`config.mk`:
```
export PLATFORM = sky130hd
export DESIGN_NAME = mdll_jmeas_top
export DESIGN_NICKNAME = d
export VERILOG_FILES = /design/src/common/mdll_pkg.sv /design/src/jmeas/mdll_jmeas.sv /design/src/design/jm_phase_sweep.sv /design/src/design/jm_cdf_buffer.sv /design/src/design/mdll_jmeas_top.sv
export SDC_FILE = /design/constraint.sdc
export NUM_CORES = 1
export LEC_CHECK = 0
export BUFFER_PORTS_ARGS = -buffer_cell sky130_fd_sc_hd__buf_2
export CAP_MARGIN = 25
export CORE_UTILIZATION = 40
export CTS_CLUSTER_SIZE = 24
export DETAILED_ROUTE_END_ITERATION = 16
export PLACE_DENSITY_LB_ADDON = 0.25
export SLEW_MARGIN = 15
export SYNTH_ARGS = -nofsm -noshare
export SYNTH_HDL_FRONTEND = slang
export SYNTH_HIERARCHICAL = 1
export SYNTH_SLANG_ARGS = --single-unit
export TNS_END_PERCENT = 30
```
`constraint.sdc`:
```
create_clock -name clk_monp -period 6.4 [get_ports clk_monp]
set_input_delay 0.64 -clock clk_monp [delete_from_list [all_inputs] [get_ports clk_monp]]
set_output_delay 0.64 -clock clk_monp [all_outputs]
set_load 0.01 [all_outputs]
```
`src/common/mdll_pkg.sv`:
```
/*
 * jitter monitor shared definitions
 * counter, phase, FIFO and credit widths
 * typedefs for counts, phase codes and the output record
 */

package mdll_pkg;

	// ------------------------------
	// widths and depths
	// ------------------------------

	// counter width, window is 2**N_JIT_CNT cycles
	localparam int N_JIT_CNT = 6;
	// 16 sampling phases
	localparam int N_PHASE = 4;
	// record FIFO entries, power of two
	localparam int BUF_DEPTH = 8;
	// credits granted by the consumer at reset
	localparam int CREDIT_INIT = 4;

	// derived widths
	localparam int BUF_PTR_W = $clog2(BUF_DEPTH);
	localparam int BUF_CNT_W = $clog2(BUF_DEPTH + 1);
	localparam int CREDIT_W = $clog2(CREDIT_INIT + 1);

	// ------------------------------
	// types
	// ------------------------------

	// one point of the edge CDF
	typedef logic [N_JIT_CNT-1:0] cdf_cnt_t;
	// sampling phase code
	typedef logic [N_PHASE-1:0] phase_code_t;
	// FIFO pointer, occupancy and credit count
	typedef logic [BUF_PTR_W-1:0] buf_ptr_t;
	typedef logic [BUF_CNT_W-1:0] buf_cnt_t;
	typedef logic [CREDIT_W-1:0] credit_t;

	// record: phase in the upper bits, count below
	typedef struct packed {
		phase_code_t phase;
		cdf_cnt_t cdf;
	} jm_record_t;

endpackage

```
`src/jmeas/mdll_jmeas.sv`:
```
/*
 * windowed bang-bang counter
 * one CDF count and a done pulse per 2**N_JIT_CNT cycles
 */

`timescale 1ns/1ps

module mdll_jmeas (
	input logic clk_monp,
	input logic en_monitor,
	input logic jm_bb_out_pol,
	input logic jm_bb_out_mon,
	output mdll_pkg::cdf_cnt_t jm_cdf_out,
	output logic win_done
);

	import mdll_pkg::*;

	// ------------------------------
	// signals
	// ------------------------------

	// free-running window position
	logic [N_JIT_CNT-1:0] pulse_cntr_r;
	// late events in the current window
	cdf_cnt_t cntr_r;
	cdf_cnt_t cntr_nxt;
	// count latched at the window end
	cdf_cnt_t cdf_r;
	logic win_done_r;
	logic late;
	logic sample;

	// ------------------------------
	// combinational
	// ------------------------------

	// pol high: bit taken as is, pol low: inverted
	assign late = jm_bb_out_pol ? jm_bb_out_mon : ~jm_bb_out_mon;

	// last cycle of the window
	assign sample = &pulse_cntr_r;

	// restart at window end, the bit of that edge is discarded
	// saturate at all ones otherwise
	assign cntr_nxt = sample ? '0 :
		((&cntr_r) ? cntr_r : cntr_r + cdf_cnt_t'(late));

	// ------------------------------
	// registers
	// ------------------------------

	always_ff @(posedge clk_monp or negedge en_monitor) begin
		if (!en_monitor) begin
			pulse_cntr_r <= '0;
			cntr_r <= '0;
		end else begin
			pulse_cntr_r <= pulse_cntr_r + 1'b1;
			cntr_r <= cntr_nxt;
		end
	end

	// count and done pulse both valid from the window-end edge
	always_ff @(posedge clk_monp or negedge en_monitor) begin
		if (!en_monitor) begin
			cdf_r <= '0;
			win_done_r <= 1'b0;
		end else begin
			win_done_r <= sample;
			if (sample) begin
				cdf_r <= cntr_r;
			end
		end
	end

	assign jm_cdf_out = cdf_r;
	assign win_done = win_done_r;

	// one done pulse per window, then a full window of silence
	property p_one_done_per_window;
		@(posedge clk_monp) disable iff (!en_monitor)
			win_done |=> (!win_done) [*(2**N_JIT_CNT - 1)];
	endproperty

	a_one_done_per_window: assert property (p_one_done_per_window)
		else $error("win_done twice within one window");

endmodule

```
`src/design/jm_phase_sweep.sv`:
```
/*
 * sampling phase sweep controller
 * phase code register stepped on each accepted record
 */

`timescale 1ns/1ps

module jm_phase_sweep (
	input logic clk_monp,
	input logic en_monitor,
	input logic rec_accept,
	output mdll_pkg::phase_code_t phase_code
);

	import mdll_pkg::*;

	// ------------------------------
	// phase register
	// ------------------------------

	phase_code_t phase_r;
	phase_code_t phase_nxt;

	// step by one per delivered window
	// wraps after the last phase, N_PHASE bits give modulo 16
	// a dropped window keeps the phase so it is measured again
	always_comb begin
		phase_nxt = phase_r;
		if (rec_accept) begin
			phase_nxt = phase_r + 1'b1;
		end
	end

	// the record written on this edge still carries phase_r
	always_ff @(posedge clk_monp or negedge en_monitor) begin
		if (!en_monitor) begin
			phase_r <= '0;
		end else begin
			phase_r <= phase_nxt;
		end
	end

	// phase code to the analog interpolator and the buffer
	assign phase_code = phase_r;

	// ------------------------------
	// checks
	// ------------------------------

	// no phase change without an accepted record the cycle before
	property p_phase_hold;
		@(posedge clk_monp) disable iff (!en_monitor)
			!$past(rec_accept) |-> $stable(phase_code);
	endproperty

	a_phase_hold: assert property (p_phase_hold)
		else $error("phase_code moved without rec_accept");

endmodule

```
`src/design/jm_cdf_buffer.sv`:
```
/*
 * record buffer for the jitter monitor
 * phase tagging, record FIFO, credit counter for the sends
 * sticky overrun flag on a dropped record
 */

`timescale 1ns/1ps

module jm_cdf_buffer (
	input logic clk_monp,
	input logic en_monitor,
	input logic win_done,
	input mdll_pkg::cdf_cnt_t cdf_in,
	input mdll_pkg::phase_code_t phase_code,
	output logic rec_accept,
	output logic out_valid,
	output mdll_pkg::jm_record_t out_rec,
	input logic credit_ret,
	output logic overrun
);

	import mdll_pkg::*;

	// ------------------------------
	// signals
	// ------------------------------

	jm_record_t mem [BUF_DEPTH];
	jm_record_t rec_in;
	buf_ptr_t wr_ptr_r;
	buf_ptr_t rd_ptr_r;
	buf_cnt_t count_r;
	credit_t credit_r;
	logic wr_pend_r;
	logic out_valid_r;
	logic overrun_r;
	logic room;
	logic push;
	logic pop;
	logic send_ok;

	// ------------------------------
	// write side
	// ------------------------------

	// write cycle is the one after win_done
	always_ff @(posedge clk_monp or negedge en_monitor) begin
		if (!en_monitor) begin
			wr_pend_r <= 1'b0;
		end else begin
			wr_pend_r <= win_done;
		end
	end

	// tag with the phase still in force on the write cycle
	assign rec_in = {phase_code, cdf_in};

	// entry leaving on the same edge frees a slot
	assign pop = out_valid_r;
	assign room = (count_r != buf_cnt_t'(BUF_DEPTH)) || pop;
	assign push = wr_pend_r && room;
	assign rec_accept = push;

	// payload storage
	always_ff @(posedge clk_monp) begin
		if (push) begin
			mem[wr_ptr_r] <= rec_in;
		end
	end

	// ------------------------------
	// read side and credits
	// ------------------------------

	// one send per credit, idle cycle between sends
	assign send_ok = (credit_r != '0) && (count_r != '0) && !out_valid_r;

	// pointers wrap on their own, depth is a power of two
	always_ff @(posedge clk_monp or negedge en_monitor) begin
		if (!en_monitor) begin
			wr_ptr_r <= '0;
			rd_ptr_r <= '0;
			count_r <= '0;
			credit_r <= credit_t'(CREDIT_INIT);
			out_valid_r <= 1'b0;
			overrun_r <= 1'b0;
		end else begin
			out_valid_r <= send_ok;
			if (push) begin
				wr_ptr_r <= wr_ptr_r + 1'b1;
			end
			if (pop) begin
				rd_ptr_r <= rd_ptr_r + 1'b1;
			end
			// occupancy
			case ({push, pop})
				2'b10: count_r <= count_r + 1'b1;
				2'b01: count_r <= count_r - 1'b1;
				default: count_r <= count_r;
			endcase
			// credit spent per send, returned one at a time
			case ({credit_ret, pop})
				2'b10: credit_r <= credit_r + 1'b1;
				2'b01: credit_r <= credit_r - 1'b1;
				default: credit_r <= credit_r;
			endcase
			// cleared by reset only
			if (wr_pend_r && !room) begin
				overrun_r <= 1'b1;
			end
		end
	end

	// head of the FIFO, popped at the end of the out_valid cycle
	assign out_rec = mem[rd_ptr_r];
	assign out_valid = out_valid_r;
	assign overrun = overrun_r;

	// ------------------------------
	// checks
	// ------------------------------

	// consumer never returns more than it was granted
	a_credit_max: assert property (@(posedge clk_monp) disable iff (!en_monitor)
		credit_r <= credit_t'(CREDIT_INIT))
		else $error("credit count above CREDIT_INIT");

	a_valid_not_empty: assert property (@(posedge clk_monp) disable iff (!en_monitor)
		out_valid |-> (count_r != '0))
		else $error("out_valid with an empty FIFO");

endmodule

```
`src/design/mdll_jmeas_top.sv`:
```
/*
 * jitter monitor top level
 * phase sweep, windowed counter and record buffer
 */

`timescale 1ns/1ps

module mdll_jmeas_top (
	input logic clk_monp,
	input logic en_monitor,
	input logic jm_bb_out_pol,
	input logic jm_bb_out_mon,
	input logic credit_ret,
	output mdll_pkg::phase_code_t phase_code,
	output logic out_valid,
	output mdll_pkg::jm_record_t out_rec,
	output logic overrun
);

	import mdll_pkg::*;

	// ------------------------------
	// stage links
	// ------------------------------

	cdf_cnt_t jm_cdf;
	logic win_done;
	logic rec_accept;

	// count stage
	mdll_jmeas u_jmeas (
		.clk_monp (clk_monp),
		.en_monitor (en_monitor),
		.jm_bb_out_pol (jm_bb_out_pol),
		.jm_bb_out_mon (jm_bb_out_mon),
		.jm_cdf_out (jm_cdf),
		.win_done (win_done)
	);

	// sweep stage, advanced by the buffer
	jm_phase_sweep u_sweep (
		.clk_monp (clk_monp),
		.en_monitor (en_monitor),
		.rec_accept (rec_accept),
		.phase_code (phase_code)
	);

	// buffer stage with credit output
	jm_cdf_buffer u_buffer (
		.clk_monp (clk_monp),
		.en_monitor (en_monitor),
		.win_done (win_done),
		.cdf_in (jm_cdf),
		.phase_code (phase_code),
		.rec_accept (rec_accept),
		.out_valid (out_valid),
		.out_rec (out_rec),
		.credit_ret (credit_ret),
		.overrun (overrun)
	);

endmodule

```
# --- Word level (Yosys, flattened, before mapping) ---
# Memories as Yosys holds them, arrays and structs flattened.
# Index checks and enable logic that the tools add are counted.
totals:
  register_bits: 39
  ram_bits: 80
  input_bits: 5
  out_inout_bits: 16
  wordCells: 49
  mem_count: 1
mem_list:
  columns: ["memory", "words", "word_bits", "rd", "rd_ports_with_merged_regs", "write_ports", "line_no", "rtl"]
  rows:
  - ["u_buffer.mem", 8, 10, 1, 0, 1, "jm_cdf_buffer.sv:28", "jm_record_t mem [BUF_DEPTH];"]
classes:
  add_sub_neg: 9
  eq_ne: 6
  n_mux: 7
  bitwise: 1
  n_reduce_logical: 13
ops:
  columns: ["op", "count"]
  rows:
  - ["6-bit two-way mux", 2]
  - ["6-bit AND reduction", 2]
  - ["3-bit by 1-bit adder with 3-bit output, second input constant", 3]
  - ["4-bit by 1-bit adder with 4-bit output, second input constant", 2]
  - ["4-bit case mux with 2 select lines", 1]
  - ["6-bit by 1-bit adder with 6-bit output", 1]
  - ["6-bit by 1-bit adder with 6-bit output, second input constant", 1]
  - ["3-bit case mux with 2 select lines", 1]
  - ["2-bit by 1-bit equality test with 1-bit output, second input constant", 2]
  - ["2-bit equality test, second input constant", 2]
  - ["1-bit logical AND", 4]
  - ["4-bit inequality test, second input constant", 1]
  - ["2-bit nonzero test", 2]
  - ["4-bit nonzero test", 1]
  - ["4-bit by 1-bit subtractor with 4-bit output, second input constant", 1]
  - ["1-bit two-way mux", 3]
  - ["3-bit nonzero test", 1]
  - ["3-bit by 1-bit subtractor with 3-bit output, second input constant", 1]
  - ["1-bit zero test", 2]
  - ["2-bit by 1-bit inequality test with 1-bit output, second input constant", 1]
  - ["1-bit logical OR", 1]
  - ["1-bit NOT", 1]

# --- Depth between registers and ports, before layout ---
# Gate-level depths: netlist (run 1).
depth:
  depth_word: 5
  mapped_depth: 7
  depth_no_buf: 7

# --- Cells and area by module ---
# Netlist (run 1), hierarchy kept.
modules_own_cells:
  columns: ["mod", "instances", "cells_each", "area_per_inst_um2", "seq_area_each_um2"]
  rows:
  - ["jm_cdf_buffer", 1, 192, 3832.4, 2803.9]
  - ["mdll_jmeas", 1, 63, 853.3, 475.5]
  - ["jm_phase_sweep", 1, 11, 160.2, 100.1]

# --- Least setup slack after synthesis (run 1) ---
# Ideal clock, no wire load.
synth_timing:
  path_type: "register to register"
  start: "reg u_buffer.out_valid_r (netlist: u_buffer/out_valid)"
  end: "mem u_buffer/mem[0][0] (netlist name), enable pin"
  setup_time_ps: 404
  arrival_ps: 1976
  required_time_ps: 5996
  slack_ps: 4020
  stages_incl_launch_ff: 5
  path_buffers: 1
  period_less_slack_ps: 2380
  cell_sequence: "dfrtp_1 clkbuf_1 nand2b_1 o21ai_4 nor4_1"
synth_between:
  elab_chain_len: 4
synth_rtl:
  columns: ["element", "line_no", "rtl"]
  rows:
  - ["from (decl)", "jm_cdf_buffer.sv:35", "logic out_valid_r;"]
  - ["from (signal assigned)", "jm_cdf_buffer.sv:88", "out_valid_r <= send_ok;"]
  - ["1-bit logical OR", "jm_cdf_buffer.sv:60", "assign room = (count_r != buf_cnt_t'(BUF_DEPTH)) || pop;"]
  - ["1-bit logical AND", "jm_cdf_buffer.sv:61", "assign push = wr_pend_r && room;"]
  - ["1-bit two-way mux", "jm_cdf_buffer.sv:66", "if (push) begin"]
  - ["1-bit two-way mux (implied by the code)", "jm_cdf_buffer.sv:67", "mem[wr_ptr_r] <= rec_in;"]
  - ["to (decl)", "jm_cdf_buffer.sv:28", null]
# No other way between the ends.

==> flow_summary.ini, run 1 <==
[synth]
synth.avg_cell_area_um2 = 18.22
synthFlopType = edfxtp_1
synth_edf_count = 80
ys_seq_area_frac = 0.6974
synthCells = 266
synth_area_mm2 = 0.004846
ys_ff_latch = 119
yosys-top-cells-area = edfxtp_1 50%, dfrtp_1 20%, mux4_2 9.3%, mux2_2 3.3%, ha_1 2.1%
ys_warn_count = 6
async_flop_share = 0.3277
synth_nets = 280
synth_top_area_cell = edfxtp_1
yosys.cell_types.count = 44
synth_top_area_frac = 0.4957

[detailed_routing]
wl_per_cell_um = 17.58
drt-vias-per-instance = 5.154
totalWireLength_um = 8106
antenna_left = 0
num_vias = 2376
route.detailed.drc = 2
drt_iter0_drc = 128
first_pass_iters = 12

[layout]
fill_cells = 992
final_common_cell = edfxtp_1
stdcell_count = 461
diodes = 0
syn_to_final_growth_pct = 18.75
drive_gt1_frac = 0.3428
fin_nets = 319
most-common-layout-cells = 80 x edfxtp_1, 38 x dfrtp_1, 20 x buf_2, 20 x mux4_2, 17 x clkbuf_16

[die]
initial_core_util = 0.4173
fp.dieW_um = 112.1
core-area_mm2 = 0.01161
dieArea_mm2 = 0.01256
row_count = 39
pin_count = 21
die-height_um = 112.1

[placement]
dp.final_hpwl_um = 4891
dp.cells = 429
port_buffers = 20
gp_congestion = 0.7298

[sta]
period_needed_ns = 2.902
setup_violations = 0
fin_skew_ns = 0.005621
rsz0062_at_grt = false
fin_crit_sh = 0.4535
hold_viol_final = 0
slew_viol_final = 0
slew-limit-headroom = 0.3206
worst_pin_slew_ns = 1.012
max_freq_mhz = 344.5
setup_tns_ns = 0

[global_route]
antenna_found_initial = 0
grt_pass1_vias = 2428
overflow = 0
busiest_layer = met2
grt_util_met2 = 0.2286
grt_use_met1 = 0.1848
gr-usage-all-layers = 0.1449
grt_pass1_wl_um = 13090
grt_max_degree = 40
met3_usage = 0.04860

[status]
violations = DRC
status = finished, violations left

[setup_path]
cp-end-kind = primary output
worstPathArrival_ns = 2.26
crit_type = flip-flop to primary output
cp_max_fo = 18
timing.rr.start = u_buffer/out_valid
rrSetupSlack_ns = 4.31
timing.rr.end = u_buffer/mem[0][3]
ff2ff_path_depth = 3
critPathLaunchType = flip-flop
worstPathRequired_ns = 5.76

[job]
maxCapViolations = 0

[worst_hold_path]
min-delay-start = u_jmeas/win_done
hold-path-endpoint = u_buffer/wr_pend_r
hold_class = flip-flop to flip-flop
holdPathStages = 0

[power_and_ir_drop]
power_uw = 1924
ir_worst_vdd_uv = 132.2
leakagePower_uw = 0.001900
power_density_mw_per_mm2 = 334.3

[clocking]
cts_resized = 0
clkTransAtPathRegs_ns = 0.06
cts_root_buf = clkbuf_16
insertion_delay_ns = 0.41
postCtsSetupBuffers = 0
tritoncts = built
htreeDepth = 4
hold_buffers = 0
cts_made_buffers = 17
clock-sinks = 119
cts.path.max_buffers = 2
==> logic make-up (layout without fill, tap and decap cells) <==
group / after synthesis / count (layout) / share of synthesized area
AOI/OAI and AO/OA: 19 / 19 / 0.02789
xor gates and xnor gates: 19 / 19 / 0.03434
adders and majority gates: 9 / 9 / 0.02479
buffers and inverters: 17 / 69 / 0.01859
DFF: 119 / 119 / 0.6974
muxes: 41 / 41 / 0.1461
and+or+nand+nor: 42 / 42 / 0.05087
==> final cells by class <==
cell class                      count  area [um^2]  share of cell area
Sequential cell                   119         3379              0.5873
Multi-Input combinational cell    130         1391              0.2418
Clock buffer                       17        425.4             0.07393
Tap cell                          143        178.9             0.03109
Clock inverter                     15        177.7             0.03088
Timing Repair Buffer               28        167.7             0.02914
Inverter                            9        33.78            0.005871
==> metrics by stage <==
step | cell area, um^2 | hold slack, ns | worst slack, ns | utilization
global placement | 5129 | 0.3388 | 3.931 | 0.4416
floorplan | 4846 | 0.3312 | 4.020 | -
detailed placement | 5151 | 0.3435 | 3.898 | 0.4435
finish | 5754 | 0.3478 | 3.498 | 0.4955
global route | 5754 | 0.3702 | 3.326 | 0.4955
CTS | 5754 | 0.3534 | 3.430 | 0.4955
==> cells in the mapped netlist (2+ instances only) <==
cell type,number
nor2_1,6
buf_2,2
mux2_4,6
nand3_1,5
nand2_1,7
o22ai_1,2
nand2b_1,5
xnor2_1,11
mux2_2,14
o211ai_1,2
ha_1,8
edfxtp_1,80
mux4_2,20
nor3_1,6
clkbuf_1,4
dfrtp_1,38
a31oi_1,2
or3_1,2
inv_1,9
o21ai_0,4
a21oi_1,3
xor2_1,8
==> where the power goes <==
group	internal, uW	total, uW	switching [uW]
Combinational	42.5	86.1	43.6
Sequential	846	882	36.3
Clock	612	955	343
Total	1500	1920	423
==> how the worst max path moves through the flow <==
stage                         start                 end  slack [ns]  cells after the start
3_5_place_dp   u_buffer/rd_ptr_r[0]          out_rec[5]        3.90                      4
6_report       u_buffer/rd_ptr_r[0]          out_rec[2]        3.50                      4
2_1_floorplan    u_buffer/out_valid  u_buffer/mem[0][0]        4.02                      4
4_1_cts        u_buffer/rd_ptr_r[0]          out_rec[2]        3.43                      4
3_3_place_gp   u_buffer/rd_ptr_r[0]          out_rec[5]        3.93                      4
5_1_grt        u_buffer/rd_ptr_r[0]          out_rec[2]        3.33                      4
==> per-layer routing <==
layer	wire length (um)	up-vias
met5	0	-
met4	92	0
met3	311	9
met2	4080	45
met1	3621	1206
li1	-	1116
==> worst max-delay path, stage by stage, from the launching register on <==
cell	delay, ns
dfrtp_1	0.46
buf_4	0.38
mux4_2	0.57
mux2_2	0.30
buf_2	0.15
==> state kept, by name (all words and copies together), names as in the netlist, 3 cells and up <==
name,flops
u_jmeas/cntr_r,6
u_buffer/rd_ptr_r,3
u_jmeas/pulse_cntr_r,6
u_jmeas/jm_cdf_out,6
u_buffer/credit_r,3
u_buffer/count_r,4
u_buffer/wr_ptr_r,3
u_sweep/phase_code,4
u_buffer/mem,80
(Power assumes the default switching activity.)
==> run 2: changes to the inputs <==
==> constraint.sdc (replaced) <==
create_clock -name clk_monp -period 3 [get_ports clk_monp]
set_input_delay 0.3 -clock clk_monp [delete_from_list [all_inputs] [get_ports clk_monp]]
set_output_delay 0.3 -clock clk_monp [all_outputs]
set_load 0.01 [all_outputs]
==> flow_summary.ini, run 2 (synthesis results as in run 1) <==
[status]
status = finished, violations left
violations = DRC

[clocking]
cts_made_buffers = 17
hold_buffers = 0
cts_root_buf = clkbuf_16
clkTransAtPathRegs_ns = 0.05
cts_resized = 0
insertion_delay_ns = 0.41
htreeDepth = 4
postCtsSetupBuffers = 0
cts.path.max_buffers = 2
tritoncts = built
clock-sinks = 119

[power_and_ir_drop]
switchingPower_uw = 838.5
p_clk_frac = 0.500
comb_power_share = 0.046
leakagePower_uw = 0.001917
ir_worst_vdd_uv = 353.8
seqPwrFrac = 0.454
power_uw = 4142
switching_share = 0.2025
power.internal_uw = 3303
power_density_mw_per_mm2 = 719.3

[sta]
worst_pin_slew_ns = 0.8657
hold_viol_final = 0
fin_skew_ns = 0.009090
max_freq_mhz = 393.8
rsz0062_at_grt = false
period_needed_ns = 2.539
slew_viol_final = 0
fin_crit_sh = 0.8464
slew-limit-headroom = 0.4229
setup_violations = 0
setup_tns_ns = 0

[setup_path]
crit_type = flip-flop to primary output
timing.rr.end = u_buffer/mem[3][7]
critPathLaunchType = flip-flop
worstPathRequired_ns = 2.70
cp-end-kind = primary output
crit_start = u_buffer/rd_ptr_r[0]
worstPathArrival_ns = 2.24
cpLargestDelayFamily = multiplexers
cpPeakStageDelay_ns = 0.57
rrSetupSlack_ns = 1.07
slowest_stage = mux4_2
cp_cell_sequence = buf_4, mux4_2, mux2_2, buf_2
timing.rr.start = u_buffer/out_valid
ff2ff_path_depth = 4
timing.critical_path.buf_inv = 2
cp_max_fo = 19

[die]
row_count = 39
die-height_um = 112.1
core-area_mm2 = 0.01161
dieArea_mm2 = 0.01256
pin_count = 21
initial_core_util = 0.4173
fp.dieW_um = 112.1

[job]
maxCapViolations = 0

[global_route]
antenna_found_initial = 0
grt_max_degree = 40
gr-usage-all-layers = 0.1481
overflow = 0
grt_pass1_wl_um = 13370
grt_pass1_vias = 2429

[placement]
gp_congestion = 0.6788
dp.final_hpwl_um = 5043
port_buffers = 20

[detailed_routing]
drt_iter0_drc = 172
antenna_left = 0
totalWireLength_um = 8278
drt-vias-per-instance = 5.140
num_vias = 2380
wl_per_cell_um = 17.88
first_pass_iters = 10
route.detailed.drc = 2

[layout]
drive_gt1_frac = 0.3344
final_common_cell = edfxtp_1
regMostFlops = u_buffer/mem
register_area_mm2 = 0.003379
diodes = 0
syn_to_final_growth_pct = 18.82
most-common-layout-cells = 80 x edfxtp_1, 38 x dfrtp_1, 20 x buf_2, 20 x mux4_2, 17 x clkbuf_16
multi_input_area_mm2 = 0.001383
largest_reg_flops = 80
fin_nets = 321
fill_cells = 965

[worst_hold_path]
hold_class = primary input to async pin
[run 2: final cells by class]
cell class,count,area share
sequential,119,0.5869
clock inverter,9,0.02608
clock buffer,23,0.07953
timing repair buffer,30,0.03042
inverter,9,0.005867
tap,143,0.03107
multi-input combinational,130,0.2401
[run 2: through the flow]
stage                     instances  utilization  hold slack [ns]  setup slack (ns)  area, um^2
after global placement          431       0.4434           0.3350            0.8876        5150
final                           463       0.4958          0.01018            0.4609        5758
after global routing            463       0.4958          0.08036            0.3424        5758
after CTS                       463       0.4958          0.03968            0.4202        5758
after detailed placement        431       0.4434           0.3503            0.8661        5150
after floorplan                 266            -         0.004409            0.6201        4846
[run 2: power by group through the flow]
stage	logic, uW	registers [uW]	clock network, uW
after detailed placement	186	1910	0
after global placement	178	1910	0
after global routing	221	1900	2190
after floorplan	148	1890	0
after CTS	190	1880	2120
final	189	1880	2070
[run 2: metal layers]
layer / routed length (um) / global-route usage / part of all wire
met5: 0 / 0 / 0
met4: 105 / 0.06400 / 0.013
met3: 354 / 0.04752 / 0.043
met2: 3854 / 0.2215 / 0.47
met1: 3964 / 0.2001 / 0.48
[run 2: how the worst max path moves through the flow]
| stage | to | slack [ns] | cells past startpoint |
|---|---|---|---|
| global placement | out_rec[3] | 0.89 | 4 |
| detailed placement | out_rec[9] | 0.87 | 4 |
| CTS | out_rec[3] | 0.42 | 4 |
| global route | out_rec[3] | 0.34 | 4 |
| floorplan | u_buffer/mem[0][0] | 0.62 | 4 |
| finish | out_rec[3] | 0.46 | 4 |
==> run 3: changes to the inputs <==
==> constraint.sdc (replaced) <==
create_clock -name clk_monp -period 2.4 [get_ports clk_monp]
set_input_delay 0.24 -clock clk_monp [delete_from_list [all_inputs] [get_ports clk_monp]]
set_output_delay 0.24 -clock clk_monp [all_outputs]
set_load 0.01 [all_outputs]
==> flow_summary.ini, run 3 (synthesis results as in run 1) <==
[status]
status = finished, violations left
violations = DRC

[layout]
diodes = 0
final_common_cell = edfxtp_1
most-common-layout-cells = 80 x edfxtp_1, 38 x dfrtp_1, 20 x buf_2, 20 x mux4_2, 17 x clkbuf_16
stdcell_count = 465
drive_gt1_frac = 0.3478
largest_reg_flops = 80
fin_nets = 323
regMostFlops = u_buffer/mem
final_core_util = 0.4963
syn_to_final_growth_pct = 18.95

[sta]
period_needed_ns = 2.195
worst_pin_slew_ns = 0.8842
fin_crit_sh = 0.9146
max_freq_mhz = 455.6
rsz0062_at_grt = false
setup_tns_ns = 0
slew_viol_final = 0
setup_violations = 0
hold_viol_final = 0
fin_skew_ns = 0.009925
slew-limit-headroom = 0.4106
fin_ws_ns = 0.2049

[detailed_routing]
first_pass_iters = 10
wl_per_cell_um = 17.34
drt-vias-per-instance = 5.133
totalWireLength_um = 8061
route.detailed.drc = 2
antenna_left = 0
num_vias = 2387
drt_iter0_drc = 172

[global_route]
antenna_found_initial = 0
grt_pass1_wl_um = 13120
overflow = 0
gr-usage-all-layers = 0.1437
grt_pass1_vias = 2505
grt_max_degree = 40

[die]
pin_count = 21
core-area_mm2 = 0.01161
initial_core_util = 0.4173
dieArea_mm2 = 0.01256
row_count = 39
die-height_um = 112.1
fp.dieW_um = 112.1

[power_and_ir_drop]
power_density_mw_per_mm2 = 870.3
leakagePower_uw = 0.001918
ir_worst_vdd_uv = 512.4

[placement]
gp_congestion = 0.7583
dp.cells = 432
port_buffers = 20
dp_slack_ns = 0.3655
dp.final_hpwl_um = 4791

[setup_path]
cp-end-kind = primary output
cpPeakStageDelay_ns = 0.53
cp_cell_sequence = buf_12, mux4_2, mux2_2, buf_2
slowest_stage = mux4_2
cp_max_fo = 22
worstPathArrival_ns = 1.96
crit_type = flip-flop to primary output
critPathLaunchType = flip-flop
worstPathRequired_ns = 2.16

[clocking]
cts.path.max_buffers = 2
insertion_delay_ns = 0.40
cts_made_buffers = 17
cts_resized = 0
clkTransAtPathRegs_ns = 0.05
cts_root_buf = clkbuf_16
tritoncts = built
htreeDepth = 4
clock-sinks = 119

[worst_hold_path]
hold_class = primary input to flip-flop

[job]
maxCapViolations = 0
## run 3: cell types whose count changed in the layout (fill, tap and decap cells not counted), sizes merged
cell,delta
buf,+1
bufinv,-2
clkbuf,-5
clkinv,+5
dlygate4sd3,+1
inv,+2
## run 3: routing by layer
layer / vias to the layer above / wire, um / global-route usage
li1: 1121 / - / -
met1: 1214 / 3690 / 0.1874
met2: 41 / 3954 / 0.2244
met3: 11 / 290 / 0.03780
met4: 0 / 125 / 0.07200
met5: - / 0 / 0
## run 3: what timing repair did
| action | in CTS | in global routing |
|---|---|---|
| hold buffers | 1 | 0 |
| setup buffers | 0 | 0 |
| hold endpoints to repair | 38 | 0 |
## run 3: worst paths after layout
path	startpoint	end	slack, ns	depth (start not counted)
worst min-delay path	credit_ret	u_buffer/credit_r[0]	0.29	4
worst max register to register	u_buffer/count_r[1]	u_sweep/phase_code[1]	0.53	5
max in group asynchronous	en_monitor	u_buffer/rd_ptr_r[2]	1.34	2
worst min register to register	u_jmeas/win_done	u_buffer/wr_pend_r	0.36	0
min in group asynchronous	en_monitor	u_jmeas/jm_cdf_out[3]	0.50	2
worst max-delay path	u_buffer/rd_ptr_r[0]	out_rec[2]	0.20	4
## run 3: through the flow
step,total power [uW],hold slack [ns],cell area (um^2)
global placement,2610,0.3494,5170
detailed placement,2623,0.3485,5170
CTS,5072,0.2865,5762
global route,5220,0.3213,5764
finish,5017,0.2893,5764
floorplan,2552,-0.05559,4846
## run 3: area by class of cell
class | instances | area (um^2)
clock buffer | 18 | 429.2
multi-input combinational | 130 | 1385
sequential | 119 | 3379
clock inverter | 14 | 152.6
fill | 972 | 5849
tap | 143 | 178.9
inverter | 9 | 33.78
timing repair buffer | 32 | 205.2
## run 3: report_power, final
group	switching, uW	internal (uW)
sequential	94.2	2260
clock	904	1540
combinational	113	114
total	1110	3900
## run 3: worst max-delay path: cells and delay by family, from the launching register on
family / cells / cell delay (ns)
buf+inv: 2 / 0.37
flops: 1 / 0.37
mux: 2 / 0.81
